$ cat src/rtl/cpu_pkg.sv
package cpu_pkg;

	// Datapath sizing
	localparam int WORD_W    = 32;
	localparam int NUM_GPR   = 16;
	localparam int GPR_IDX_W = $clog2(NUM_GPR); // Index bits of one GPR
	localparam int OP_W      = 5;
	localparam int SRC_W     = 5;

	// ALU opcodes, zero is left unassigned
	localparam logic [OP_W-1:0] OP_AND  = 5'd1;
	localparam logic [OP_W-1:0] OP_OR   = 5'd2;
	localparam logic [OP_W-1:0] OP_ADD  = 5'd3;
	localparam logic [OP_W-1:0] OP_SUB  = 5'd4;
	localparam logic [OP_W-1:0] OP_MUL  = 5'd5;  // Signed 64-bit product
	localparam logic [OP_W-1:0] OP_DIV  = 5'd6;  // Remainder in high half
	localparam logic [OP_W-1:0] OP_SHR  = 5'd7;
	localparam logic [OP_W-1:0] OP_SHRA = 5'd8;
	localparam logic [OP_W-1:0] OP_SHL  = 5'd9;
	localparam logic [OP_W-1:0] OP_ROR  = 5'd10;
	localparam logic [OP_W-1:0] OP_ROL  = 5'd11;
	localparam logic [OP_W-1:0] OP_NEG  = 5'd12; // B only
	localparam logic [OP_W-1:0] OP_NOT  = 5'd13; // B only

	// Bus source codes
	// GPRs report their own index 0 to 15
	localparam logic [SRC_W-1:0] SRC_Z_HI = 5'd16;
	localparam logic [SRC_W-1:0] SRC_Z_LO = 5'd17;
	localparam logic [SRC_W-1:0] SRC_PC   = 5'd18;
	localparam logic [SRC_W-1:0] SRC_MDR  = 5'd19;
	localparam logic [SRC_W-1:0] SRC_NONE = 5'd31; // Nothing selected, bus idles at 0

endpackage

$ cat src/rtl/gpr_file.sv
`timescale 1ns/10ps

module gpr_file (
	input  logic                          clk,
	input  logic                          rst_n,
	input  logic [cpu_pkg::WORD_W-1:0]    bus_data,
	input  logic [cpu_pkg::NUM_GPR-1:0]   gpr_enable,
	output logic [cpu_pkg::WORD_W-1:0]    gpr_q [cpu_pkg::NUM_GPR]
);

	// Sixteen bus-loaded registers R0..R15
	// Enables are independent, one bus word may land in several registers
	genvar i;
	generate
		for (i = 0; i < cpu_pkg::NUM_GPR; i++) begin : g_gpr
			always_ff @(posedge clk or negedge rst_n) begin
				if (!rst_n) begin
					gpr_q[i] <= '0;
				end else if (gpr_enable[i]) begin
					gpr_q[i] <= bus_data; // Visible one cycle later
				end
			end
		end
	endgenerate

endmodule

$ cat config.mk
export PLATFORM = sky130hd
export DESIGN_NAME = gpr_file
export DESIGN_NICKNAME = d
export VERILOG_FILES = /design/src/rtl/cpu_pkg.sv /design/src/rtl/gpr_file.sv
export SDC_FILE = /design/constraint.sdc
export NUM_CORES = 1
export LEC_CHECK = 0
export ABC_AREA = 1
export BUFFER_PORTS_ARGS = -buffer_cell sky130_fd_sc_hd__buf_4
export CAP_MARGIN = 10
export CORE_AREA = 2 2 220 222
export CTS_BUF_LIST = sky130_fd_sc_hd__clkbuf_8
export CTS_CLUSTER_SIZE = 20
export DETAILED_ROUTE_END_ITERATION = 10
export DIE_AREA = 0 0 222 224
export PLACE_DENSITY_LB_ADDON = 0.3
export SYNTH_ARGS = -nofsm -noshare
export SYNTH_HDL_FRONTEND = slang
export SYNTH_SLANG_ARGS = --single-unit
$ cat constraint.sdc
create_clock -name clk -period 1.2 [get_ports clk]
set_input_delay 0.06 -clock clk [delete_from_list [all_inputs] [get_ports clk]]
set_output_delay 0.06 -clock clk [all_outputs]
set_load 0.05 [all_outputs]
==> impl_metrics.json <==
{
  "nets": 3246,
  "cts_buffers": 86,
  "yosys-top-cells-area": "dfrtp_1 (62%), nand2_1 (26%), nand2_2 (3.6%)",
  "grt_start_max_net_pins": 86,
  "ys_ff_latch": 512,
  "start_kind": "flop",
  "reg.largest.list": "gpr_q x512",
  "syn2layout_area_growth_pct": 53.7,
  "synth_top_area_share_pct": 62.1,
  "rsz0062_at_grt": "yes",
  "hp-class": "input pin to async pin",
  "avgSynthCellArea_um2": 9.21,
  "wl_per_cell_um": 20.0,
  "critPathRequiredTime_ps": 1140,
  "core_mm2": 0.0473,
  "rows": 80,
  "slowest_delay_ps": 430,
  "die_w_um": 222,
  "portBuffers": 561,
  "setup_tns_ps": -48360,
  "clkSinkCount": 512,
  "route.detailed.drc": 0,
  "reg2reg_to": "gpr_q[269]",
  "drtIter0Drc": 1653,
  "cts_root_buffer": "clkbuf_8",
  "path_class": "flop to primary output",
  "fin_crit_ps": 1350,
  "slowest_stage": "dfrtp_1",
  "via_per_inst": 4.91,
  "reg2regPathDepth": 4,
  "ir_drop_v": 0.00117,
  "cp.arrival_ps": 1290,
  "firstDrtPassIters": 5,
  "largest-register": "gpr_q",
  "synth_area_mm2": 0.0206,
  "cp_cell_sequence": "buf_6",
  "syn_nets": 2290,
  "grt_antenna_before_repair": 1,
  "worst_slack_ps": -150,
  "dp_hpwl_um": 47400,
  "pin_count": 562,
  "violations": "setup timing",
  "max-slew-margin-rel_pct": 58.9,
  "skew_ps": 0,
  "drv_cap": 0,
  "setup-violations-final": 512,
  "synth_ff_type": "dfrtp_1",
  "worst-path-buf-inv": 1,
  "endpoint_kind": "primary output",
  "largest_reg_flops": 512,
  "crit_fanout": 2,
  "ys_types": 12,
  "synth_area_leader_cell": "dfrtp_1",
  "yosysWarnings": 0,
  "postRouteWirelength_um": 77800,
  "insertion_delay_ps": 670,
  "yosys-top-cells-count": "nand2_1 (1,416), dfrtp_1 (512), nand2_2 (120)",
  "dieArea_mm2": 0.0497,
  "status": "finished, violations left",
  "r2r_slack_ps": 280,
  "clockBufferDepth": 3,
  "p_total_uw": 51400,
  "drive_gt1_share_pct": 38.3,
  "synth_most_common_cell": "nand2_1",
  "grt_overflow_total": 0,
  "utilization_pct": 66.9,
  "grt_pass1_wl_um": 112000,
  "clk_pin_slew_ps": 60,
  "die_y_um": 224,
  "power.leakage_uw": 0.0176,
  "fin_crit_sh_pct": 113,
  "reg2reg_from": "gpr_q[269]",
  "power_density_mw_per_mm2": 1620,
  "fmax_mhz": 741,
  "groute.usage.overall_pct": 29.9,
  "ys_seq_area_share_pct": 62.1,
  "syn_inst": 2240,
  "h-tree-depth": 3,
  "first_global_vias": 18700,
  "synthArstFlopShare_pct": 100,
  "hold_viol": 0,
  "worst_pin_slew_ps": 615,
  "place.gp.congestion": 0.836,
  "drv_slew": 0,
  "vias": 19100,
  "synth_edf_count": 0,
  "cts_tree": "built",
  "ant_nets": 0,
  "start_util_pct": 43.6,
  "crit_family": "flip-flops"
}
per-stage QoR:
stage	instances	hold slack, ps	area, um^2	setup WS (ps)
global placement	3282	-61.2	24500	372
global route	3877	41.6	31700	-178
detailed placement	3282	-61.4	24500	342
finish	3879	35.5	31700	-150
CTS	3719	1.39	30500	-207
floorplan	2240	-236	20600	363
power by group:
group	total, uW	internal [uW]	switching (uW)
clock	16400	9190	7200
combinational	14900	5360	9560
sequential	20100	18800	1250
final cells by class:
class | count | area (um^2)
Antenna cell | 2 | 5.00
Clock buffer | 119 | 1640
Clock inverter | 35 | 200
Fill cell | 3429 | 15700
Inverter | 16 | 123
Multi-Input combinational cell | 1536 | 6070
Sequential cell | 512 | 12800
Tap cell | 615 | 769
Timing Repair Buffer | 1044 | 10100
cells by family after synthesis:
kind of cell / share of synthesized area (%)
simple gates: 29.4
buf+inv: 8.45
flops: 62.1
cells in the final DEF (no fill, tap or decap):
cell and count:
nand2_1 1416, dfrtp_1 512, buf_6 512, buf_4 460
nand2_2 120, clkbuf_8 119, dlygate4sd3_1 58, inv_1 27
buf_12 13, inv_4 11, inv_8 4, clkinv_2 3
diode_2 2, inv_6 2, clkinvlp_4 2, bufinv_16 2
buf_8 1
metal layers:
metal  vias up  part of all wire [%]  GRT usage [%]
li1       8550                     -              -
met2      1008                    48           47.9
met5         -                     0              0
met1      9263                    38           36.9
met3       232                    10           9.44
met4         0                   4.7           14.2
worst max path at each step:
stage | slack (ps) | cells after the start | endpoint | startpoint
3_3_place_gp | 370 | 4 | gpr_q[108] | gpr_enable[12]
3_5_place_dp | 340 | 4 | gpr_q[111] | gpr_enable[12]
5_1_grt | -180 | 1 | gpr_q[381] | gpr_q[381]
4_1_cts | -210 | 1 | gpr_q[381] | gpr_q[381]
6_report | -150 | 1 | gpr_q[381] | gpr_q[381]
2_1_floorplan | 360 | 2 | gpr_q[0] | gpr_q[0]
repair_timing:
item                                     CTS  global route
gates resized for setup                  512             0
setup buffers                            225           158
hold buffers                              58             0
hold endpoints to repair                1024             0
endpoints found under the setup margin   512           512
(Power assumes the default switching activity.)
