## src/rtl/cpu_pkg.sv

```systemverilog
package cpu_pkg;

	// Datapath sizing
	localparam int WORD_W    = 32;
	localparam int NUM_GPR   = 16;
	localparam int GPR_IDX_W = $clog2(NUM_GPR); // Index bits of one GPR
	localparam int OP_W      = 5;
	localparam int SRC_W     = 5;

	// ALU opcodes, zero is left unassigned
	localparam logic [OP_W-1:0] OP_AND  = 5'd1;
	localparam logic [OP_W-1:0] OP_OR   = 5'd2;
	localparam logic [OP_W-1:0] OP_ADD  = 5'd3;
	localparam logic [OP_W-1:0] OP_SUB  = 5'd4;
	localparam logic [OP_W-1:0] OP_MUL  = 5'd5;  // Signed 64-bit product
	localparam logic [OP_W-1:0] OP_DIV  = 5'd6;  // Remainder in high half
	localparam logic [OP_W-1:0] OP_SHR  = 5'd7;
	localparam logic [OP_W-1:0] OP_SHRA = 5'd8;
	localparam logic [OP_W-1:0] OP_SHL  = 5'd9;
	localparam logic [OP_W-1:0] OP_ROR  = 5'd10;
	localparam logic [OP_W-1:0] OP_ROL  = 5'd11;
	localparam logic [OP_W-1:0] OP_NEG  = 5'd12; // B only
	localparam logic [OP_W-1:0] OP_NOT  = 5'd13; // B only

	// Bus source codes
	// GPRs report their own index 0 to 15
	localparam logic [SRC_W-1:0] SRC_Z_HI = 5'd16;
	localparam logic [SRC_W-1:0] SRC_Z_LO = 5'd17;
	localparam logic [SRC_W-1:0] SRC_PC   = 5'd18;
	localparam logic [SRC_W-1:0] SRC_MDR  = 5'd19;
	localparam logic [SRC_W-1:0] SRC_NONE = 5'd31; // Nothing selected, bus idles at 0

endpackage

```

## src/rtl/special_regs.sv

```systemverilog
`timescale 1ns/10ps

module special_regs (
	input  logic                         clk,
	input  logic                         rst_n,
	input  logic [cpu_pkg::WORD_W-1:0]   bus_data,
	input  logic [cpu_pkg::WORD_W-1:0]   mdata_in,
	input  logic                         read,
	input  logic                         pc_enable,
	input  logic                         ir_enable,
	input  logic                         y_enable,
	input  logic                         z_enable,
	input  logic                         mar_enable,
	input  logic                         mdr_enable,
	input  logic [2*cpu_pkg::WORD_W-1:0] alu_result,
	output logic [cpu_pkg::WORD_W-1:0]   pc_data,
	output logic [cpu_pkg::WORD_W-1:0]   ir_data,
	output logic [cpu_pkg::WORD_W-1:0]   y_data,
	output logic [cpu_pkg::WORD_W-1:0]   z_hi_data,
	output logic [cpu_pkg::WORD_W-1:0]   z_lo_data,
	output logic [cpu_pkg::WORD_W-1:0]   mar_data,
	output logic [cpu_pkg::WORD_W-1:0]   mdr_data
);

	logic [2*cpu_pkg::WORD_W-1:0] z_q;
	logic [cpu_pkg::WORD_W-1:0]   mdr_in;

	// MDR source, memory when read is high
	assign mdr_in = read ? mdata_in : bus_data;

	always_ff @(posedge clk or negedge rst_n) begin
		if (!rst_n) begin
			pc_data <= '0;
		end else if (pc_enable) begin
			pc_data <= bus_data;
		end
	end

	always_ff @(posedge clk or negedge rst_n) begin
		if (!rst_n) begin
			ir_data <= '0;
		end else if (ir_enable) begin
			ir_data <= bus_data;
		end
	end

	// Y holds operand A for the ALU
	always_ff @(posedge clk or negedge rst_n) begin
		if (!rst_n) begin
			y_data <= '0;
		end else if (y_enable) begin
			y_data <= bus_data;
		end
	end

	always_ff @(posedge clk or negedge rst_n) begin
		if (!rst_n) begin
			z_q <= '0;
		end else if (z_enable) begin
			z_q <= alu_result; // All 64 bits at once
		end
	end

	assign z_hi_data = z_q[2*cpu_pkg::WORD_W-1:cpu_pkg::WORD_W];
	assign z_lo_data = z_q[cpu_pkg::WORD_W-1:0];

	always_ff @(posedge clk or negedge rst_n) begin
		if (!rst_n) begin
			mar_data <= '0;
		end else if (mar_enable) begin
			mar_data <= bus_data;
		end
	end

	always_ff @(posedge clk or negedge rst_n) begin
		if (!rst_n) begin
			mdr_data <= '0;
		end else if (mdr_enable) begin
			mdr_data <= mdr_in;
		end
	end

endmodule

```

## config.mk

```make
export PLATFORM = sky130hd
export DESIGN_NAME = special_regs
export DESIGN_NICKNAME = d
export VERILOG_FILES = /design/src/rtl/cpu_pkg.sv /design/src/rtl/special_regs.sv
export SDC_FILE = /design/constraint.sdc
export NUM_CORES = 1
export LEC_CHECK = 0
export BUFFER_PORTS_ARGS = -buffer_cell sky130_fd_sc_hd__buf_2
export CAP_MARGIN = 25
export CORE_ASPECT_RATIO = 1.75
export CORE_MARGIN = 3
export CORE_UTILIZATION = 49
export DETAILED_ROUTE_END_ITERATION = 7
export PLACE_DENSITY = 0.91
export SETUP_SLACK_MARGIN = 0.15
export SKIP_CTS_REPAIR_TIMING = 1
export SYNTH_ARGS = -nofsm -noshare
export SYNTH_HDL_FRONTEND = slang
export SYNTH_SLANG_ARGS = --single-unit
export TNS_END_PERCENT = 1
```

## constraint.sdc

```tcl
create_clock -name clk -period 0.8 [get_ports clk]
set_input_delay 0.08 -clock clk [delete_from_list [all_inputs] [get_ports clk]]
set_output_delay 0.08 -clock clk [all_outputs]
set_load 0.01 [all_outputs]
```

==> impl_metrics.json <==
{
  "wire_length_of_the_first_global_routing_pass_um": 36500,
  "postSynthNetCount": 683,
  "report.final.setup_viol": 250,
  "cp_slowest_stage_delay_ns": 0.41,
  "cts_num_sinks": 224,
  "die_area_um2": 20200,
  "synth_largest_area_cell": "sky130_fd_sc_hd__dfrtp_1",
  "dominant_combinational_cell_family_by_area_after_synthesis": "multiplexers",
  "report.final.slew_viol_count": 0,
  "synth.distinct_cells": 12,
  "r2r_setup_slack_ns": -0.13,
  "worstSkewPairLatency_ns": 0.48,
  "route.detailed.drc": 0,
  "power.ir.vdd_worst_mv": 1.45,
  "wl_um": 31200,
  "hold_slack_ns": -0.105,
  "synthTopCellsByArea": "sky130_fd_sc_hd__dfrtp_1 62%, sky130_fd_sc_hd__mux2_2 14%, sky130_fd_sc_hd__mux2_4 13%, sky130_fd_sc_hd__mux2i_1 3.5%, sky130_fd_sc_hd__buf_6 2.2%",
  "crit_end": "z_lo_data[29]",
  "finalHoldViolations": 137,
  "timing.critical_path.fanout_max": 2,
  "synth.ff_latch_count": 224,
  "initial_core_util_pct": 50.1,
  "routabilityCongestion": 0.803,
  "pre_cts_ws_ns": -0.161,
  "layoutNonFillerInstCount": 1274,
  "violated_checks": "hold timing, setup timing",
  "timing.critical_path.cells": "buf_6, buf_6",
  "worst_slew_pin_slew_ns": 0.291,
  "final_layout_size_suffix_gt1_share_pct": 59.6,
  "period_needed_ns": 1.22,
  "cts_tree": "done",
  "start_to_end_type_of_the_worst_setup_path": "flop to output pin",
  "grt_setup_unrepaired": "yes",
  "hpwlAfterDp_um": 18200,
  "rr_endpoint": "z_q[29]",
  "numPortBuffers": 360,
  "core_area_um2": 18100,
  "first_global_vias": 6695,
  "clk_root_buffer_cell": "sky130_fd_sc_hd__clkbuf_16",
  "required_ns": 0.72,
  "synthesized_instance_count": 546,
  "post_drt_via_cell_ratio": 5.44,
  "cts-htree-levels": 1,
  "clkSlewWorstSetupHoldPaths_ns": 0.07,
  "netlist.area_leader.share_pct": 61.9,
  "avgRoutedWirePerCell_um": 24.5,
  "syn_to_final_growth_pct": 46.9,
  "hold_class": "primary input to flop",
  "die_width_um": 109,
  "cellLeakagePower_uw": 0.00652,
  "seq_total_area_yosys_pct": 61.9,
  "post-route-util_pct": 73.7,
  "critical_path.most_common_cell": "sky130_fd_sc_hd__buf_6",
  "synth-warning-count": 0,
  "final_antenna_net_count": 0,
  "synth.area.mux_share_pct": 30.6,
  "crit_slowest_cell": "sky130_fd_sc_hd__dfrtp_1",
  "dieHeight_um": 186,
  "finClkSkew_ns": 0,
  "cts-root-to-sink-buffers": 3,
  "timing.critical_path.from": "z_q[29]",
  "post_synth.cell_area_avg_um2": 16.6,
  "std_cell_rows": 65,
  "crit_path_end_kind": "output pin",
  "final.setup.worst_slack_ns": -0.424,
  "worstPathArrival_ns": 1.14,
  "drv.max_cap_violation_count": 0,
  "timing.max_slew.rel_slack_pct": 80.1,
  "setup.worst_path.start_class": "flop",
  "run_status": "complete, but fails checks",
  "synth-xor-area-share_pct": 0,
  "globalRoute.totalOverflow": 0,
  "grt_util_all_layers_pct": 23.5,
  "basic_gate_share_of_the_synthesized_area_counting_and_or_nand_and_nor_cells_pct": 1.33,
  "cts_made_buffers": 21,
  "antenna_found_initial": 1,
  "maximum_number_of_pins_on_one_net_before_global_route_repair": 40,
  "synth-adder-area-share_pct": 0,
  "finalSetupTns_ns": -67.20,
  "routed-via-count": 6925,
  "layout_worst_path_cycle_share_pct": 153,
  "fmaxAchievable_mhz": 817,
  "power-per-cell-area_nw_per_um2": 2160,
  "reg2reg_from": "z_q[29]",
  "netlist_area_um2": 9050,
  "pin_count": 361,
  "synth_compound_gate_area_share_pct": 1.77,
  "drt_first_pass_iters": 4,
  "nNetsFinal": 1163,
  "detail_route.iter0.violations": 378,
  "worstRegToRegCells": 2,
  "place_inst": 1139
}
-- critical path, delay by kind of cell, from the launching register on --
family                 cells  cell delay, ns
flip-flops                 1            0.41
buffers and inverters      2            0.24
-- placed cells by master (no fill, tap or decap) --
| cell type | n |
|---|---|
| sky130_fd_sc_hd__buf_2 | 289 |
| sky130_fd_sc_hd__dfrtp_1 | 224 |
| sky130_fd_sc_hd__mux2_2 | 115 |
| sky130_fd_sc_hd__dlygate4sd3_1 | 96 |
| sky130_fd_sc_hd__mux2_4 | 77 |
| sky130_fd_sc_hd__buf_6 | 73 |
| sky130_fd_sc_hd__mux2i_1 | 32 |
| sky130_fd_sc_hd__nor2_1 | 32 |
| sky130_fd_sc_hd__a21oi_1 | 32 |
| sky130_fd_sc_hd__clkbuf_16 | 21 |
| sky130_fd_sc_hd__buf_12 | 17 |
| sky130_fd_sc_hd__buf_4 | 15 |
| sky130_fd_sc_hd__clkbuf_8 | 7 |
| sky130_fd_sc_hd__clkinv_2 | 4 |
| sky130_fd_sc_hd__clkbuf_1 | 3 |
| sky130_fd_sc_hd__diode_2 | 2 |
| sky130_fd_sc_hd__inv_8 | 1 |
-- power by group --
part	total (µW)	internal (µW)	switching (µW)	leakage [µW]
logic	5920	3200	2720	0.00359
clock network	9560	5390	4170	0.000327
registers	13300	12500	817	0.00260
total	28800	21100	7710	0.00652
-- cell usage after synthesis --
| master | number |
|---|---|
| sky130_fd_sc_hd__a21oi_1 | 32 |
| sky130_fd_sc_hd__buf_1 | 1 |
| sky130_fd_sc_hd__buf_12 | 6 |
| sky130_fd_sc_hd__buf_2 | 5 |
| sky130_fd_sc_hd__buf_6 | 18 |
| sky130_fd_sc_hd__buf_8 | 3 |
| sky130_fd_sc_hd__clkbuf_1 | 1 |
| sky130_fd_sc_hd__dfrtp_1 | 224 |
| sky130_fd_sc_hd__mux2_2 | 116 |
| sky130_fd_sc_hd__mux2_4 | 76 |
| sky130_fd_sc_hd__mux2i_1 | 32 |
| sky130_fd_sc_hd__nor2_1 | 32 |
-- flip-flops by register name, indices dropped and copies added, names as in the netlist --
register  count
mdr_data     32
ir_data      32
pc_data      32
z_q          64
mar_data     32
y_data       32
-- through the flow --
stage / hold WS (ns) / total power (µW) / cell area (µm²)
floorplan: -0.216 / 15700 / 9060
global placement: 0.00360 / 17900 / 11200
detailed placement: 0.0136 / 18200 / 11200
CTS: -0.498 / 27600 / 11900
global route: -0.113 / 29700 / 13300
finish: -0.105 / 28800 / 13300
-- final cells by class --
| type | count | area, µm² |
|---|---|---|
| Sequential cell | 224 | 5610 |
| Fill cell | 994 | 4750 |
| Timing Repair Buffer | 491 | 3700 |
| Multi-Input combinational cell | 288 | 3050 |
| Clock buffer | 30 | 619 |
| Tap cell | 234 | 293 |
| Clock inverter | 5 | 31.3 |
| Antenna cell | 2 | 5.00 |
-- logic make-up after synthesis --
| family | Yosys count |
|---|---|
| and+or+nand+nor | 32 |
| DFF | 224 |
| buffers and inverters | 34 |
| AOI/OAI and AO/OA | 32 |
| muxes | 224 |
-- how the worst min path moves through the flow --
stage                  from            to  slack [ns]  cells past startpoint
2_1_floorplan         rst_n    ir_data[0]       -0.22                      0
6_report       bus_data[25]    y_data[25]       -0.11                      2
3_5_place_dp          rst_n  mdr_data[10]        0.01                      1
5_1_grt        bus_data[26]    y_data[26]       -0.11                      2
4_1_cts               rst_n  mdr_data[10]       -0.50                      1
3_3_place_gp          rst_n  mdr_data[10]       0.004                      1
-- per-layer routing --
layer  global-route usage [%]  share of wire [%]  up-vias
li1                         -                  -     2864
met4                     12.3                6.9        0
met1                     26.0                 33     3465
met5                        0                  0        -
met3                     4.20                7.7      144
met2                     42.5                 52      452
Note: power is estimated with default switching activity, not from simulation.
