`config.mk`:
```
export PLATFORM = sky130hd
export DESIGN_NAME = bus_encoder
export DESIGN_NICKNAME = d
export VERILOG_FILES = /design/src/rtl/cpu_pkg.sv /design/src/rtl/bus_encoder.sv
export SDC_FILE = /design/constraint.sdc
export NUM_CORES = 1
export LEC_CHECK = 0
export ABC_AREA = 1
export BUFFER_PORTS_ARGS = -buffer_cell sky130_fd_sc_hd__buf_2
export CELL_PAD_IN_SITES_DETAIL_PLACEMENT = 0
export CELL_PAD_IN_SITES_GLOBAL_PLACEMENT = 1
export CORE_AREA = 5 5 271 273
export DETAILED_ROUTE_END_ITERATION = 8
export DIE_AREA = 0 0 276 278
export GPL_ROUTABILITY_DRIVEN = 1
export PLACE_DENSITY = 0.48
export REMOVE_ABC_BUFFERS = 1
export SYNTH_ARGS = -nofsm -noshare
export SYNTH_HDL_FRONTEND = slang
export SYNTH_SLANG_ARGS = --single-unit
```
`constraint.sdc`:
```
create_clock -name vclk -period 2.71
set_input_delay 0.1355 -clock vclk [all_inputs]
set_output_delay 0.1355 -clock vclk [all_outputs]
set_load 0.02 [all_outputs]
```
`src/rtl/cpu_pkg.sv`:
```
package cpu_pkg;

	// Datapath sizing
	localparam int WORD_W    = 32;
	localparam int NUM_GPR   = 16;
	localparam int GPR_IDX_W = $clog2(NUM_GPR); // Index bits of one GPR
	localparam int OP_W      = 5;
	localparam int SRC_W     = 5;

	// ALU opcodes, zero is left unassigned
	localparam logic [OP_W-1:0] OP_AND  = 5'd1;
	localparam logic [OP_W-1:0] OP_OR   = 5'd2;
	localparam logic [OP_W-1:0] OP_ADD  = 5'd3;
	localparam logic [OP_W-1:0] OP_SUB  = 5'd4;
	localparam logic [OP_W-1:0] OP_MUL  = 5'd5;  // Signed 64-bit product
	localparam logic [OP_W-1:0] OP_DIV  = 5'd6;  // Remainder in high half
	localparam logic [OP_W-1:0] OP_SHR  = 5'd7;
	localparam logic [OP_W-1:0] OP_SHRA = 5'd8;
	localparam logic [OP_W-1:0] OP_SHL  = 5'd9;
	localparam logic [OP_W-1:0] OP_ROR  = 5'd10;
	localparam logic [OP_W-1:0] OP_ROL  = 5'd11;
	localparam logic [OP_W-1:0] OP_NEG  = 5'd12; // B only
	localparam logic [OP_W-1:0] OP_NOT  = 5'd13; // B only

	// Bus source codes
	// GPRs report their own index 0 to 15
	localparam logic [SRC_W-1:0] SRC_Z_HI = 5'd16;
	localparam logic [SRC_W-1:0] SRC_Z_LO = 5'd17;
	localparam logic [SRC_W-1:0] SRC_PC   = 5'd18;
	localparam logic [SRC_W-1:0] SRC_MDR  = 5'd19;
	localparam logic [SRC_W-1:0] SRC_NONE = 5'd31; // Nothing selected, bus idles at 0

endpackage

```
`src/rtl/bus_encoder.sv`:
```
`timescale 1ns/10ps

module bus_encoder (
	input  logic [cpu_pkg::WORD_W-1:0]  gpr_q [cpu_pkg::NUM_GPR],
	input  logic [cpu_pkg::NUM_GPR-1:0] gpr_select,
	input  logic                        pc_select,
	input  logic                        z_hi_select,
	input  logic                        z_lo_select,
	input  logic                        mdr_select,
	input  logic [cpu_pkg::WORD_W-1:0]  pc_data,
	input  logic [cpu_pkg::WORD_W-1:0]  z_hi_data,
	input  logic [cpu_pkg::WORD_W-1:0]  z_lo_data,
	input  logic [cpu_pkg::WORD_W-1:0]  mdr_data,
	output logic [cpu_pkg::WORD_W-1:0]  bus_data,
	output logic [cpu_pkg::SRC_W-1:0]   encode_sel
);

	// Priority encode of the select lines
	// Assignments run from lowest to highest priority, so the last hit wins:
	// MDR, PC, Z lo, Z hi, then R15 down to R0
	always_comb begin
		encode_sel = cpu_pkg::SRC_NONE;
		if (mdr_select) begin
			encode_sel = cpu_pkg::SRC_MDR;
		end
		if (pc_select) begin
			encode_sel = cpu_pkg::SRC_PC;
		end
		if (z_lo_select) begin
			encode_sel = cpu_pkg::SRC_Z_LO;
		end
		if (z_hi_select) begin
			encode_sel = cpu_pkg::SRC_Z_HI;
		end
		for (int i = cpu_pkg::NUM_GPR - 1; i >= 0; i--) begin
			if (gpr_select[i]) begin
				encode_sel = i[cpu_pkg::SRC_W-1:0]; // GPR code is its index
			end
		end
	end

	// Bus multiplexer driven by the winning code
	always_comb begin
		case (encode_sel)
			cpu_pkg::SRC_Z_HI: bus_data = z_hi_data;
			cpu_pkg::SRC_Z_LO: bus_data = z_lo_data;
			cpu_pkg::SRC_PC:   bus_data = pc_data;
			cpu_pkg::SRC_MDR:  bus_data = mdr_data;
			cpu_pkg::SRC_NONE: bus_data = '0; // Idle bus
			default: begin
				// Codes 0..15, the encoder never produces 20..30
				bus_data = gpr_q[encode_sel[cpu_pkg::GPR_IDX_W-1:0]];
			end
		endcase
	end

endmodule

```
==> results of run 1 <==
-- power breakdown --
| part | total, mW | switching [mW] | internal (mW) | leakage [nW] |
|---|---|---|---|---|
| clock | 0.000000395 | 0 | 0.000000395 | 0.0000634 |
| sequential | 0 | 0 | 0 | 0 |
| combinational | 2.20 | 1.19 | 1.00 | 7.99 |
-- worst max-delay path by stage --
stage | cells past startpoint | endpoint | slack, ns | startpoint
final | 22 | bus_data[0] | 0.05 | z_lo_select
after global routing | 28 | bus_data[8] | -0.14 | z_lo_select
after CTS | 27 | bus_data[24] | 0.002 | pc_select
after detailed placement | 29 | bus_data[0] | -0.14 | z_lo_select
after global placement | 29 | bus_data[0] | -0.16 | z_lo_select
after floorplan | 16 | bus_data[0] | -3.99 | z_lo_select
-- cells by family after synthesis --
family | synth area share (%)
AOI/OAI and AO/OA | 0.201
buffers and inverters | 19.5
and+or+nand+nor | 80.3
-- cell usage in the layout, fill, tap and decap left out, types with 5 or more instances in the layout --
cell	synthesis	layout
sky130_fd_sc_hd__clkbuf_16	0	10
sky130_fd_sc_hd__buf_4	4	98
sky130_fd_sc_hd__buf_6	13	42
sky130_fd_sc_hd__nand2_1	311	291
sky130_fd_sc_hd__nand4_1	178	178
sky130_fd_sc_hd__nand3_2	0	67
sky130_fd_sc_hd__nand2_2	0	18
sky130_fd_sc_hd__nor2_2	0	14
sky130_fd_sc_hd__nor2_1	329	314
sky130_fd_sc_hd__nand3_4	1	8
sky130_fd_sc_hd__buf_8	1	6
sky130_fd_sc_hd__inv_1	182	179
sky130_fd_sc_hd__buf_2	46	664
sky130_fd_sc_hd__buf_12	0	41
sky130_fd_sc_hd__nand3_1	469	395
sky130_fd_sc_hd__diode_2	0	10
sky130_fd_sc_hd__inv_2	4	5
-- layer usage --
layer | up-vias | share of wire (%) | global-route usage, %
met4 | 10 | 2.8 | 3.65
met1 | 6489 | 42 | 20.5
li1 | 6887 | - | -
met2 | 651 | 49 | 30.4
met5 | - | 0.098 | 0
met3 | 96 | 6.4 | 3.20
-- timing repair --
action	4_1_cts	5_1_grt
hold endpoints to repair	0	0
pin swaps	9	62
endpoints found under the setup margin	23	32
buffers inserted	4	5
resized for setup	45	167
cloned	0	14
-- area by class of cell --
| class | count | area (sq um) |
|---|---|---|
| repair buffers | 865 | 5800 |
| diodes | 10 | 25.0 |
| multi-input cells | 1302 | 6580 |
| fillers | 8472 | 56600 |
| well taps | 950 | 1190 |
| inverters | 187 | 718 |
-- worst max-delay path: cells and delay by family --
kind,cells,cell delay (ns)
simple gates,14,1.30
buf+inv,7,0.97
compound gates,1,0.13
-- metrics by stage --
step	area [sq um]	std cells	power, mW
finish	14300	3314	2.20
global route	14300	3310	2.39
floorplan	6710	1489	0.785
CTS	13300	3285	2.00
global placement	13000	3282	1.95
detailed placement	13000	3282	1.94
==> results_tabular.tex, run 1 <==
\begin{tabular}{lr}
\hline
Metric & Value \\
\hline
\multicolumn{2}{l}{\textbf{Timing}} \\
Setup-violating endpoint count in the final report & 0 \\
Tmin final & 2.66 ns \\
Setup repair after global routing missed its margin & true \\
Final setup slack of the worst path & 0.0494 ns \\
Least-Margin Pin Slew & 0.765 ns \\
Total negative slack for setup checks & 0 ns \\
Number of hold-slack violations in the final timing report & 0 \\
Slew Limit Fails & 0 \\
Post-route fraction of the period consumed by the critical path & 98.2\% \\
Worst hold-check slack & 0.669 ns \\
Maximum clock frequency & 0.376 GHz \\
Worst slew slack as a fraction of its limit & 49.0\% \\
\multicolumn{2}{l}{\textbf{Logic synthesis}} \\
Register area share after synthesis & 0\% \\
Synth Warn \# & 0 \\
Top cells by count, synth & sky130\_fd\_sc\_hd\_\_nand3\_1, sky130\_fd\_sc\_hd\_\_nor2\_1, sky130\_fd\_sc\_hd\_\_nand2\_1, sky130\_fd\_sc\_hd\_\_inv\_1, sky130\_fd\_sc\_hd\_\_nand4\_1 \\
Post-synthesis cell type with the largest combined area & sky130\_fd\_sc\_hd\_\_nand3\_1 \\
Mapped Avg Cell Area & 4.55 sq um \\
Synth area leaders & sky130\_fd\_sc\_hd\_\_nand3\_1, sky130\_fd\_sc\_hd\_\_nor2\_1, sky130\_fd\_sc\_hd\_\_nand2\_1, sky130\_fd\_sc\_hd\_\_nand4\_1, sky130\_fd\_sc\_hd\_\_inv\_1 \\
Cell with the most instances after synthesis & sky130\_fd\_sc\_hd\_\_nand3\_1 \\
Post-synthesis instance area & 0.00746 sq mm \\
Area share of the largest cell type after synthesis & 31.5\% \\
Count of distinct cell types in the synthesized netlist & 23 \\
Number of instances in the synthesized netlist & 1641 \\
\multicolumn{2}{l}{\textbf{Detailed routing}} \\
Total DRC errors in the routed layout & 0 \\
Number of nets with antenna violations after detailed routing & 0 \\
Vias/cell & 4.26 \\
Post-detailed-route wirelength per cell & 21.8 microns \\
Aggregate routed wire length & 72100 microns \\
DR iter-0 viols & 822 \\
Routed via count & 14.1k \\
Drt first pass iters & 5 \\
\multicolumn{2}{l}{\textbf{Pwr}} \\
Worst vdd rail ir drop & 0.0000648 V \\
Power per unit of standard cell area & 153 mW/mm\^{}2 \\
Static leakage power & 7.99 nW \\
\multicolumn{2}{l}{\textbf{Setup path}} \\
Dominant cell type by count on the critical path & sky130\_fd\_sc\_hd\_\_nand2\_1 \\
Arr. time, crit path & 2.53 ns \\
WS Path Type & in -> out \\
Sequence of cells on the critical path & buf\_8 > o21ai\_1 > nand3\_1 > nand3\_1 > nand2\_1 > nand2\_1 > nand2\_1 > nand3\_1 > nand2\_1 > nor2\_4 > buf\_4 > nand2\_4 > buf\_12 > nor3\_4 > buf\_6 > buf\_12 > clkbuf\_16 > nand2\_1 > nand3\_1 > nor2\_2 > nand2\_4 > buf\_6 \\
CP required & 2.57 ns \\
Highest net fanout along the worst path & 6 \\
Critical path startpoint category & primary input \\
Peak per-stage delay on the critical path & 0.24 ns \\
Worst-path cell with the longest stage delay & sky130\_fd\_sc\_hd\_\_nor2\_4 \\
Crit end category & output port \\
\multicolumn{2}{l}{\textbf{Placed design}} \\
Post-Place Worst Slack & -0.139 ns \\
Routability Congestion & 0.853 \\
Buffers added on ports & 697 \\
HPWL after DPL & 57600 microns \\
\multicolumn{2}{l}{\textbf{Flow run}} \\
Max-cap viol count & 0 \\
\multicolumn{2}{l}{\textbf{Hold path}} \\
Worst Hold Class & in -> out \\
Worst hold stages & 6 \\
Worst Min Path Start & pc\_data[5] \\
Worst min-delay path endpoint & bus\_data[5] \\
\multicolumn{2}{l}{\textbf{Floorplan}} \\
Effective utilization at floorplan & 10.5\% \\
Std-Cell Core Area & 0.0709 sq mm \\
Die extent in y & 278 microns \\
Num ports & 697 \\
Die Span X & 276 microns \\
Number of placement rows & 98 \\
Floorplan die area & 0.0767 sq mm \\
\multicolumn{2}{l}{\textbf{Global route}} \\
Vias in the first global route & 14.3k \\
Antenna violations before repair & 16 \\
Global Route Usage Sum & 16.7\% \\
Maximum number of pins on one net before global-route repair & 50 \\
First-pass GRT wire length & 97300 microns \\
Residual overflow from global routing & 0 \\
\multicolumn{2}{l}{\textbf{Cells and area}} \\
Register Area & 0 sq um \\
Clock buffer count & 0 \\
Nets & 3016 \\
Utilization after layout & 20.2\% \\
Fraction of final layout cells sized beyond drive strength 1 & 42.2\% \\
FFs \& Latches & 0 \\
Layout overhead on the synthesized area & 91.9\% \\
\multicolumn{2}{l}{\textbf{Clock network}} \\
Hold buffer count at CTS & 0 \\
\multicolumn{2}{l}{\textbf{Outcome}} \\
Status & completed \\
\hline
\end{tabular}
Note: power is estimated with default switching activity, not from simulation.
==> run 2: changes to the inputs <==
--- a/config.mk
+++ b/config.mk
@@ -6,14 +6,14 @@
 export NUM_CORES = 1
 export LEC_CHECK = 0
 export ABC_AREA = 1
-export BUFFER_PORTS_ARGS = -buffer_cell sky130_fd_sc_hd__buf_2
 export CELL_PAD_IN_SITES_DETAIL_PLACEMENT = 0
 export CELL_PAD_IN_SITES_GLOBAL_PLACEMENT = 1
-export CORE_AREA = 5 5 271 273
+export CORE_AREA = 5 5 268 270
 export DETAILED_ROUTE_END_ITERATION = 8
-export DIE_AREA = 0 0 276 278
+export DIE_AREA = 0 0 273 275
+export DONT_BUFFER_PORTS = 1
 export GPL_ROUTABILITY_DRIVEN = 1
-export PLACE_DENSITY = 0.48
+export PLACE_DENSITY = 0.33
 export REMOVE_ABC_BUFFERS = 1
 export SYNTH_ARGS = -nofsm -noshare
 export SYNTH_HDL_FRONTEND = slang
==> results_tabular.tex, run 2 (synthesis gave the netlist of run 1 again) <==
\begin{tabular}{lr}
\hline
Metric & Value \\
\hline
\multicolumn{2}{l}{\textbf{Cells and area}} \\
Nets & 2290 (was 3016) \\
Fraction of final layout cells sized beyond drive strength 1 & 12.7\% (was 42.2\%) \\
Layout overhead on the synthesized area & 32.3\% (was 91.9\%) \\
Register Area & 0 sq um (unchanged) \\
Utilization after layout & 14.2\% (was 20.2\%) \\
Clock buffer count & 0 (unchanged) \\
Count of filler cells inserted in the layout & 8314 (was 8472) \\
Leading cell type in the layout, fill and taps excluded & sky130\_fd\_sc\_hd\_\_nand3\_1 (was sky130\_fd\_sc\_hd\_\_buf\_2) \\
Commonest cells after routing, fill and taps aside & sky130\_fd\_sc\_hd\_\_nand3\_1, sky130\_fd\_sc\_hd\_\_nor2\_1, sky130\_fd\_sc\_hd\_\_nand2\_1, sky130\_fd\_sc\_hd\_\_inv\_1, sky130\_fd\_sc\_hd\_\_nand4\_1 (was sky130\_fd\_sc\_hd\_\_buf\_2, sky130\_fd\_sc\_hd\_\_nand3\_1, sky130\_fd\_sc\_hd\_\_nor2\_1, sky130\_fd\_sc\_hd\_\_nand2\_1, sky130\_fd\_sc\_hd\_\_inv\_1) \\
FFs \& Latches & 0 (unchanged) \\
Non-Filler Instances & 2570 (was 3314) \\
Post-route standard cell area excluding fillers & 0.00987 sq mm (was 0.0143 sq mm) \\
\multicolumn{2}{l}{\textbf{Timing}} \\
Setup-violating endpoint count in the final report & 0 (unchanged) \\
Total negative slack for setup checks & 0 ns (unchanged) \\
Setup repair after global routing missed its margin & true (unchanged) \\
Maximum clock frequency & 0.399 GHz (was 0.376 GHz) \\
Least-Margin Pin Slew & 0.485 ns (was 0.765 ns) \\
Slew Limit Fails & 0 (unchanged) \\
Worst slew slack as a fraction of its limit & 67.5\% (was 49.0\%) \\
Post-route fraction of the period consumed by the critical path & 92.4\% (was 98.2\%) \\
Worst hold-check slack & 0.531 ns (was 0.669 ns) \\
Tmin final & 2.50 ns (was 2.66 ns) \\
Number of hold-slack violations in the final timing report & 0 (unchanged) \\
\multicolumn{2}{l}{\textbf{Flow run}} \\
Max-cap viol count & 0 (unchanged) \\
\multicolumn{2}{l}{\textbf{Placed design}} \\
Placed instance count & 2550 (was 3282) \\
HPWL after DPL & 52300 microns (was 57600 microns) \\
Routability Congestion & 0.889 (was 0.853) \\
Buffers added on ports & 0 (was 697) \\
Cell Area, Placed & 0.00936 sq mm (was 0.0130 sq mm) \\
\multicolumn{2}{l}{\textbf{Detailed routing}} \\
Aggregate routed wire length & 66800 microns (was 72100 microns) \\
Drt first pass iters & 6 (was 5) \\
Vias/cell & 4.59 (was 4.26) \\
DR iter-0 viols & 933 (was 822) \\
Number of nets with antenna violations after detailed routing & 0 (unchanged) \\
Total DRC errors in the routed layout & 0 (unchanged) \\
Post-detailed-route wirelength per cell & 26.0 microns (was 21.8 microns) \\
Routed via count & 11.8k (was 14.1k) \\
\multicolumn{2}{l}{\textbf{Setup path}} \\
Critical path startpoint category & primary input (unchanged) \\
Arr. time, crit path & 2.37 ns (was 2.53 ns) \\
CP required & 2.57 ns (about the same) \\
Crit end category & output port (unchanged) \\
Highest net fanout along the worst path & 26 (was 6) \\
Crit path launch & z\_lo\_select (unchanged) \\
WS Path Type & in -> out (unchanged) \\
\multicolumn{2}{l}{\textbf{Floorplan}} \\
Floorplan die area & 0.0751 sq mm (was 0.0767 sq mm) \\
Effective utilization at floorplan & 10.8\% (was 10.5\%) \\
Die Span X & 273 microns (was 276 microns) \\
Die extent in y & 275 microns (was 278 microns) \\
Number of placement rows & 97 (was 98) \\
Std-Cell Core Area & 0.0693 sq mm (was 0.0709 sq mm) \\
Num ports & 697 (unchanged) \\
\multicolumn{2}{l}{\textbf{Pwr}} \\
Static leakage power & 4.78 nW (was 7.99 nW) \\
Worst vdd rail ir drop & 0.0000532 V (was 0.0000648 V) \\
Power per unit of standard cell area & 150 mW/mm\^{}2 (was 153 mW/mm\^{}2) \\
\multicolumn{2}{l}{\textbf{Global route}} \\
Residual overflow from global routing & 0 (unchanged) \\
Global Route Usage Sum & 15.2\% (was 16.7\%) \\
Maximum number of pins on one net before global-route repair & 57 (was 50) \\
Antenna violations before repair & 6 (was 16) \\
Vias in the first global route & 11.6k (was 14.3k) \\
First-pass GRT wire length & 84800 microns (was 97300 microns) \\
\multicolumn{2}{l}{\textbf{Outcome}} \\
Status & completed (unchanged) \\
\multicolumn{2}{l}{\textbf{Hold path}} \\
Worst min-delay path endpoint & bus\_data[8] (was bus\_data[5]) \\
Worst hold stages & 4 (was 6) \\
Worst Min Path Start & mdr\_data[8] (was pc\_data[5]) \\
Worst Hold Class & in -> out (unchanged) \\
\multicolumn{2}{l}{\textbf{Clock network}} \\
Hold buffer count at CTS & 0 (unchanged) \\
\hline
\end{tabular}
==> run 2: worst max-delay path by stage <==
stage	endpoint	slack (ns)
CTS	bus_data[3]	0.03
detailed placement	bus_data[9]	0.001
floorplan	bus_data[0]	-3.99
global route	bus_data[13]	-0.02
finish	bus_data[0]	0.21
global placement	bus_data[3]	-0.06
==> run 2: power breakdown <==
part	internal [mW]	switching (mW)	leakage [nW]
Sequential	0	0	0
Combinational	0.523	0.958	4.78
Clock	0.0000000990	0	0.0000127
==> run 2: layout make-up <==
type | count | area, sq um | area share (%)
Multi-Input combinational cell | 1302 | 6230 | 63.1
Timing Repair Buffer | 139 | 1750 | 17.7
Antenna cell | 2 | 5.00 | 0.0507
Tap cell | 940 | 1180 | 11.9
Inverter | 187 | 713 | 7.23
==> run 2: critical path, cell delays in order <==
cell	delay, ns
sky130_fd_sc_hd__inv_1	0.02
sky130_fd_sc_hd__nand2_1	0.05
sky130_fd_sc_hd__nand2_1	0.04
sky130_fd_sc_hd__nand2_1	0.05
sky130_fd_sc_hd__nand2_1	0.04
sky130_fd_sc_hd__nand2_1	0.05
sky130_fd_sc_hd__nand2_1	0.05
sky130_fd_sc_hd__nand2_1	0.05
sky130_fd_sc_hd__nand2_1	0.04
sky130_fd_sc_hd__nand2_1	0.05
sky130_fd_sc_hd__nand2_1	0.05
sky130_fd_sc_hd__nand2_1	0.05
sky130_fd_sc_hd__nand2_1	0.04
sky130_fd_sc_hd__nand2_1	0.06
sky130_fd_sc_hd__nand2_2	0.06
sky130_fd_sc_hd__nand2_4	0.12
sky130_fd_sc_hd__nand2_8	0.09
sky130_fd_sc_hd__nand2_8	0.12
sky130_fd_sc_hd__buf_12	0.19
sky130_fd_sc_hd__buf_12	0.20
sky130_fd_sc_hd__nand4_1	0.10
sky130_fd_sc_hd__nand3_1	0.11
sky130_fd_sc_hd__nand3_1	0.07
sky130_fd_sc_hd__nand2_1	0.09
sky130_fd_sc_hd__nand2_1	0.10
sky130_fd_sc_hd__nand2_1	0.14
sky130_fd_sc_hd__buf_12	0.12
==> run 2: per-stage QoR <==
step / setup WS [ns] / total power [mW]
3_3_place_gp: -0.0637 / 1.35
5_1_grt: -0.0234 / 1.61
6_report: 0.207 / 1.48
3_5_place_dp: 0.00119 / 1.35
4_1_cts: 0.0333 / 1.35
2_1_floorplan: -3.99 / 0.785
==> run 2: per-layer routing <==
| layer | up-vias | track usage [%] | part of all wire (%) |
|---|---|---|---|
| met1 | 5632 | 18.4 | 39 |
| met4 | 2 | 4.35 | 3.0 |
| met2 | 654 | 27.4 | 50 |
| met3 | 85 | 2.99 | 7.3 |
| li1 | 5414 | - | - |
| met5 | - | 0 | 0.019 |
==> run 2: what timing repair did <==
item / CTS / global route
endpoints found under the setup margin: 1 / 31
setup buffers: 0 / 9
pin swaps: 0 / 14
gates resized for setup: 1 / 57
gates cloned: 0 / 9
==> run 3: changes to the inputs <==
--- a/config.mk
+++ b/config.mk
@@ -13,6 +13,7 @@
 export DIE_AREA = 0 0 273 275
 export DONT_BUFFER_PORTS = 1
 export GPL_ROUTABILITY_DRIVEN = 1
+export GPL_TIMING_DRIVEN = 0
 export PLACE_DENSITY = 0.33
 export REMOVE_ABC_BUFFERS = 1
 export SYNTH_ARGS = -nofsm -noshare
==> results_tabular.tex, run 3 (synthesis gave the netlist of run 1 again) <==
\begin{tabular}{lr}
\hline
Metric & Value \\
\hline
\multicolumn{2}{l}{\textbf{Pwr}} \\
Static leakage power & 4.96 nW (was 4.78 nW) \\
Worst vdd rail ir drop & 0.0000644 V (was 0.0000532 V) \\
Power per unit of standard cell area & 162 mW/mm\^{}2 (was 150 mW/mm\^{}2) \\
\multicolumn{2}{l}{\textbf{Cells and area}} \\
Fraction of final layout cells sized beyond drive strength 1 & 16.6\% (was 12.7\%) \\
Clock buffer count & 0 (unchanged) \\
Nets & 2283 (was 2290) \\
Leading cell type in the layout, fill and taps excluded & sky130\_fd\_sc\_hd\_\_nand3\_1 (unchanged) \\
FFs \& Latches & 0 (unchanged) \\
Register Area & 0 sq um (unchanged) \\
Count of filler cells inserted in the layout & 8230 (was 8314) \\
Layout overhead on the synthesized area & 43.9\% (was 32.3\%) \\
Commonest cells after routing, fill and taps aside & sky130\_fd\_sc\_hd\_\_nand3\_1, sky130\_fd\_sc\_hd\_\_nor2\_1, sky130\_fd\_sc\_hd\_\_nand2\_1, sky130\_fd\_sc\_hd\_\_nand4\_1, sky130\_fd\_sc\_hd\_\_inv\_1 (was sky130\_fd\_sc\_hd\_\_nand3\_1, sky130\_fd\_sc\_hd\_\_nor2\_1, sky130\_fd\_sc\_hd\_\_nand2\_1, sky130\_fd\_sc\_hd\_\_inv\_1, sky130\_fd\_sc\_hd\_\_nand4\_1) \\
\multicolumn{2}{l}{\textbf{Global route}} \\
Vias in the first global route & 12.6k (was 11.6k) \\
Maximum number of pins on one net before global-route repair & 72 (was 57) \\
Global Route Usage Sum & 20.3\% (was 15.2\%) \\
First-pass GRT wire length & 108000 microns (was 84800 microns) \\
Residual overflow from global routing & 0 (unchanged) \\
Antenna violations before repair & 5 (was 6) \\
\multicolumn{2}{l}{\textbf{Floorplan}} \\
Die extent in y & 275 microns (unchanged) \\
Std-Cell Core Area & 0.0693 sq mm (unchanged) \\
Floorplan die area & 0.0751 sq mm (unchanged) \\
Die Span X & 273 microns (unchanged) \\
Effective utilization at floorplan & 10.8\% (unchanged) \\
Number of placement rows & 97 (unchanged) \\
Num ports & 697 (unchanged) \\
\multicolumn{2}{l}{\textbf{Detailed routing}} \\
Drt first pass iters & 5 (was 6) \\
Aggregate routed wire length & 83500 microns (was 66800 microns) \\
DR iter-0 viols & 1159 (was 933) \\
Routed via count & 12.5k (was 11.8k) \\
Number of nets with antenna violations after detailed routing & 0 (unchanged) \\
Total DRC errors in the routed layout & 0 (unchanged) \\
Post-detailed-route wirelength per cell & 32.6 microns (was 26.0 microns) \\
Vias/cell & 4.89 (was 4.59) \\
\multicolumn{2}{l}{\textbf{Hold path}} \\
Worst Hold Class & in -> out (unchanged) \\
\multicolumn{2}{l}{\textbf{Timing}} \\
Maximum clock frequency & 0.365 GHz (was 0.399 GHz) \\
Total negative slack for setup checks & -0.0912 ns (was 0 ns) \\
Worst hold-check slack & 0.478 ns (was 0.531 ns) \\
Tmin final & 2.74 ns (was 2.50 ns) \\
Least-Margin Pin Slew & 0.749 ns (was 0.485 ns) \\
Setup-violating endpoint count in the final report & 7 (was 0) \\
Worst slew slack as a fraction of its limit & 50.0\% (was 67.5\%) \\
Post-route fraction of the period consumed by the critical path & 101\% (was 92.4\%) \\
Setup repair after global routing missed its margin & true (unchanged) \\
Number of hold-slack violations in the final timing report & 0 (unchanged) \\
Slew Limit Fails & 0 (unchanged) \\
Final setup slack of the worst path & -0.0267 ns (was 0.207 ns) \\
\multicolumn{2}{l}{\textbf{Placed design}} \\
Routability Congestion & 0.852 (was 0.889) \\
Buffers added on ports & 0 (unchanged) \\
HPWL after DPL & 46400 microns (was 52300 microns) \\
\multicolumn{2}{l}{\textbf{Outcome}} \\
Status & finished, violations left (was completed) \\
Violated checks & negative setup slack \\
\multicolumn{2}{l}{\textbf{Flow run}} \\
Max-cap viol count & 0 (unchanged) \\
\multicolumn{2}{l}{\textbf{Setup path}} \\
WS Path Type & in -> out (unchanged) \\
Arr. time, crit path & 2.60 ns (was 2.37 ns) \\
CP required & 2.57 ns (about the same) \\
Critical path startpoint category & primary input (unchanged) \\
Highest net fanout along the worst path & 6 (was 26) \\
Crit end category & output port (unchanged) \\
\hline
\end{tabular}
==> run 3: report_power, final <==
| part | switching, mW | internal (mW) | total [mW] |
|---|---|---|---|
| Sequential | 0 | 0 | 0 |
| Clock | 0 | 0.0000000397 | 0.0000000397 |
| Combinational | 1.19 | 0.549 | 1.74 |
| Total | 1.19 | 0.549 | 1.74 |
==> run 3: critical path: stages <==
cell,delay (ns)
sky130_fd_sc_hd__inv_8,0.03
sky130_fd_sc_hd__nand2_4,0.03
sky130_fd_sc_hd__nand2_2,0.04
sky130_fd_sc_hd__nand2_1,0.04
sky130_fd_sc_hd__nand2_1,0.05
sky130_fd_sc_hd__nand2_1,0.05
sky130_fd_sc_hd__nand2_1,0.05
sky130_fd_sc_hd__nand2_1,0.04
sky130_fd_sc_hd__nand2_1,0.05
sky130_fd_sc_hd__nand2_1,0.04
sky130_fd_sc_hd__nand2_1,0.05
sky130_fd_sc_hd__nand2_1,0.04
sky130_fd_sc_hd__nand2_1,0.06
sky130_fd_sc_hd__nand2_2,0.06
sky130_fd_sc_hd__nand2_4,0.08
sky130_fd_sc_hd__nand2_8,0.11
sky130_fd_sc_hd__nand2_8,0.18
sky130_fd_sc_hd__nand2_8,0.11
sky130_fd_sc_hd__nand2_8,0.18
sky130_fd_sc_hd__clkinvlp_4,0.24
sky130_fd_sc_hd__nor2_4,0.18
sky130_fd_sc_hd__buf_6,0.12
sky130_fd_sc_hd__nand3_4,0.10
sky130_fd_sc_hd__buf_12,0.19
sky130_fd_sc_hd__nor2_2,0.10
sky130_fd_sc_hd__nor2_2,0.05
sky130_fd_sc_hd__nand2_2,0.13
==> run 3: routing by layer <==
metal | vias to the layer above | global-route usage [%] | share of wire [%] | wire length [microns]
met1 | 6078 | 24.8 | 39 | 32900
li1 | 5435 | - | - | -
met2 | 846 | 35.9 | 49 | 40500
met3 | 168 | 3.52 | 7.1 | 5910
met4 | 0 | 7.27 | 4.9 | 4110
met5 | - | 0 | 0 | 0
==> run 3: path summary, 6_finish.rpt <==
check	to	from	slack, ns	cells past startpoint
worst max-delay path	bus_data[4]	z_lo_select	-0.03	27
worst min-delay path	encode_sel[1]	gpr_select[0]	0.48	2
==> run 3: metrics by stage <==
stage / instances / area [sq um] / setup slack (ns) / total power, mW / util (%)
2_1_floorplan: 1489 / 6710 / -3.99 / 0.785 / -
3_3_place_gp: 2429 / 7880 / -10.86 / 1.17 / 11.4
3_5_place_dp: 2453 / 8480 / -3.36 / 1.19 / 12.2
4_1_cts: 2550 / 10400 / -0.107 / 1.70 / 15.0
5_1_grt: 2562 / 10700 / -0.206 / 1.87 / 15.5
6_report: 2562 / 10700 / -0.0267 / 1.74 / 15.5
==> run 3: cell type report <==
cell class / count / area (sq um) / area share [%]
inverters: 187 / 767 / 7.15
diodes: 1 / 2.50 / 0.0233
repair buffers: 109 / 1850 / 17.2
repair inverters: 4 / 35.0 / 0.326
multi-input cells: 1321 / 6900 / 64.3
well taps: 940 / 1180 / 11.0
==> run 3: timing repair <==
action	in CTS	in global routing
resized for setup	163	50
hold endpoints to repair	0	0
endpoints found under the setup margin	33	32
cloned	35	3
pin swaps	36	34
hold buffers	0	0
buffers inserted	62	8
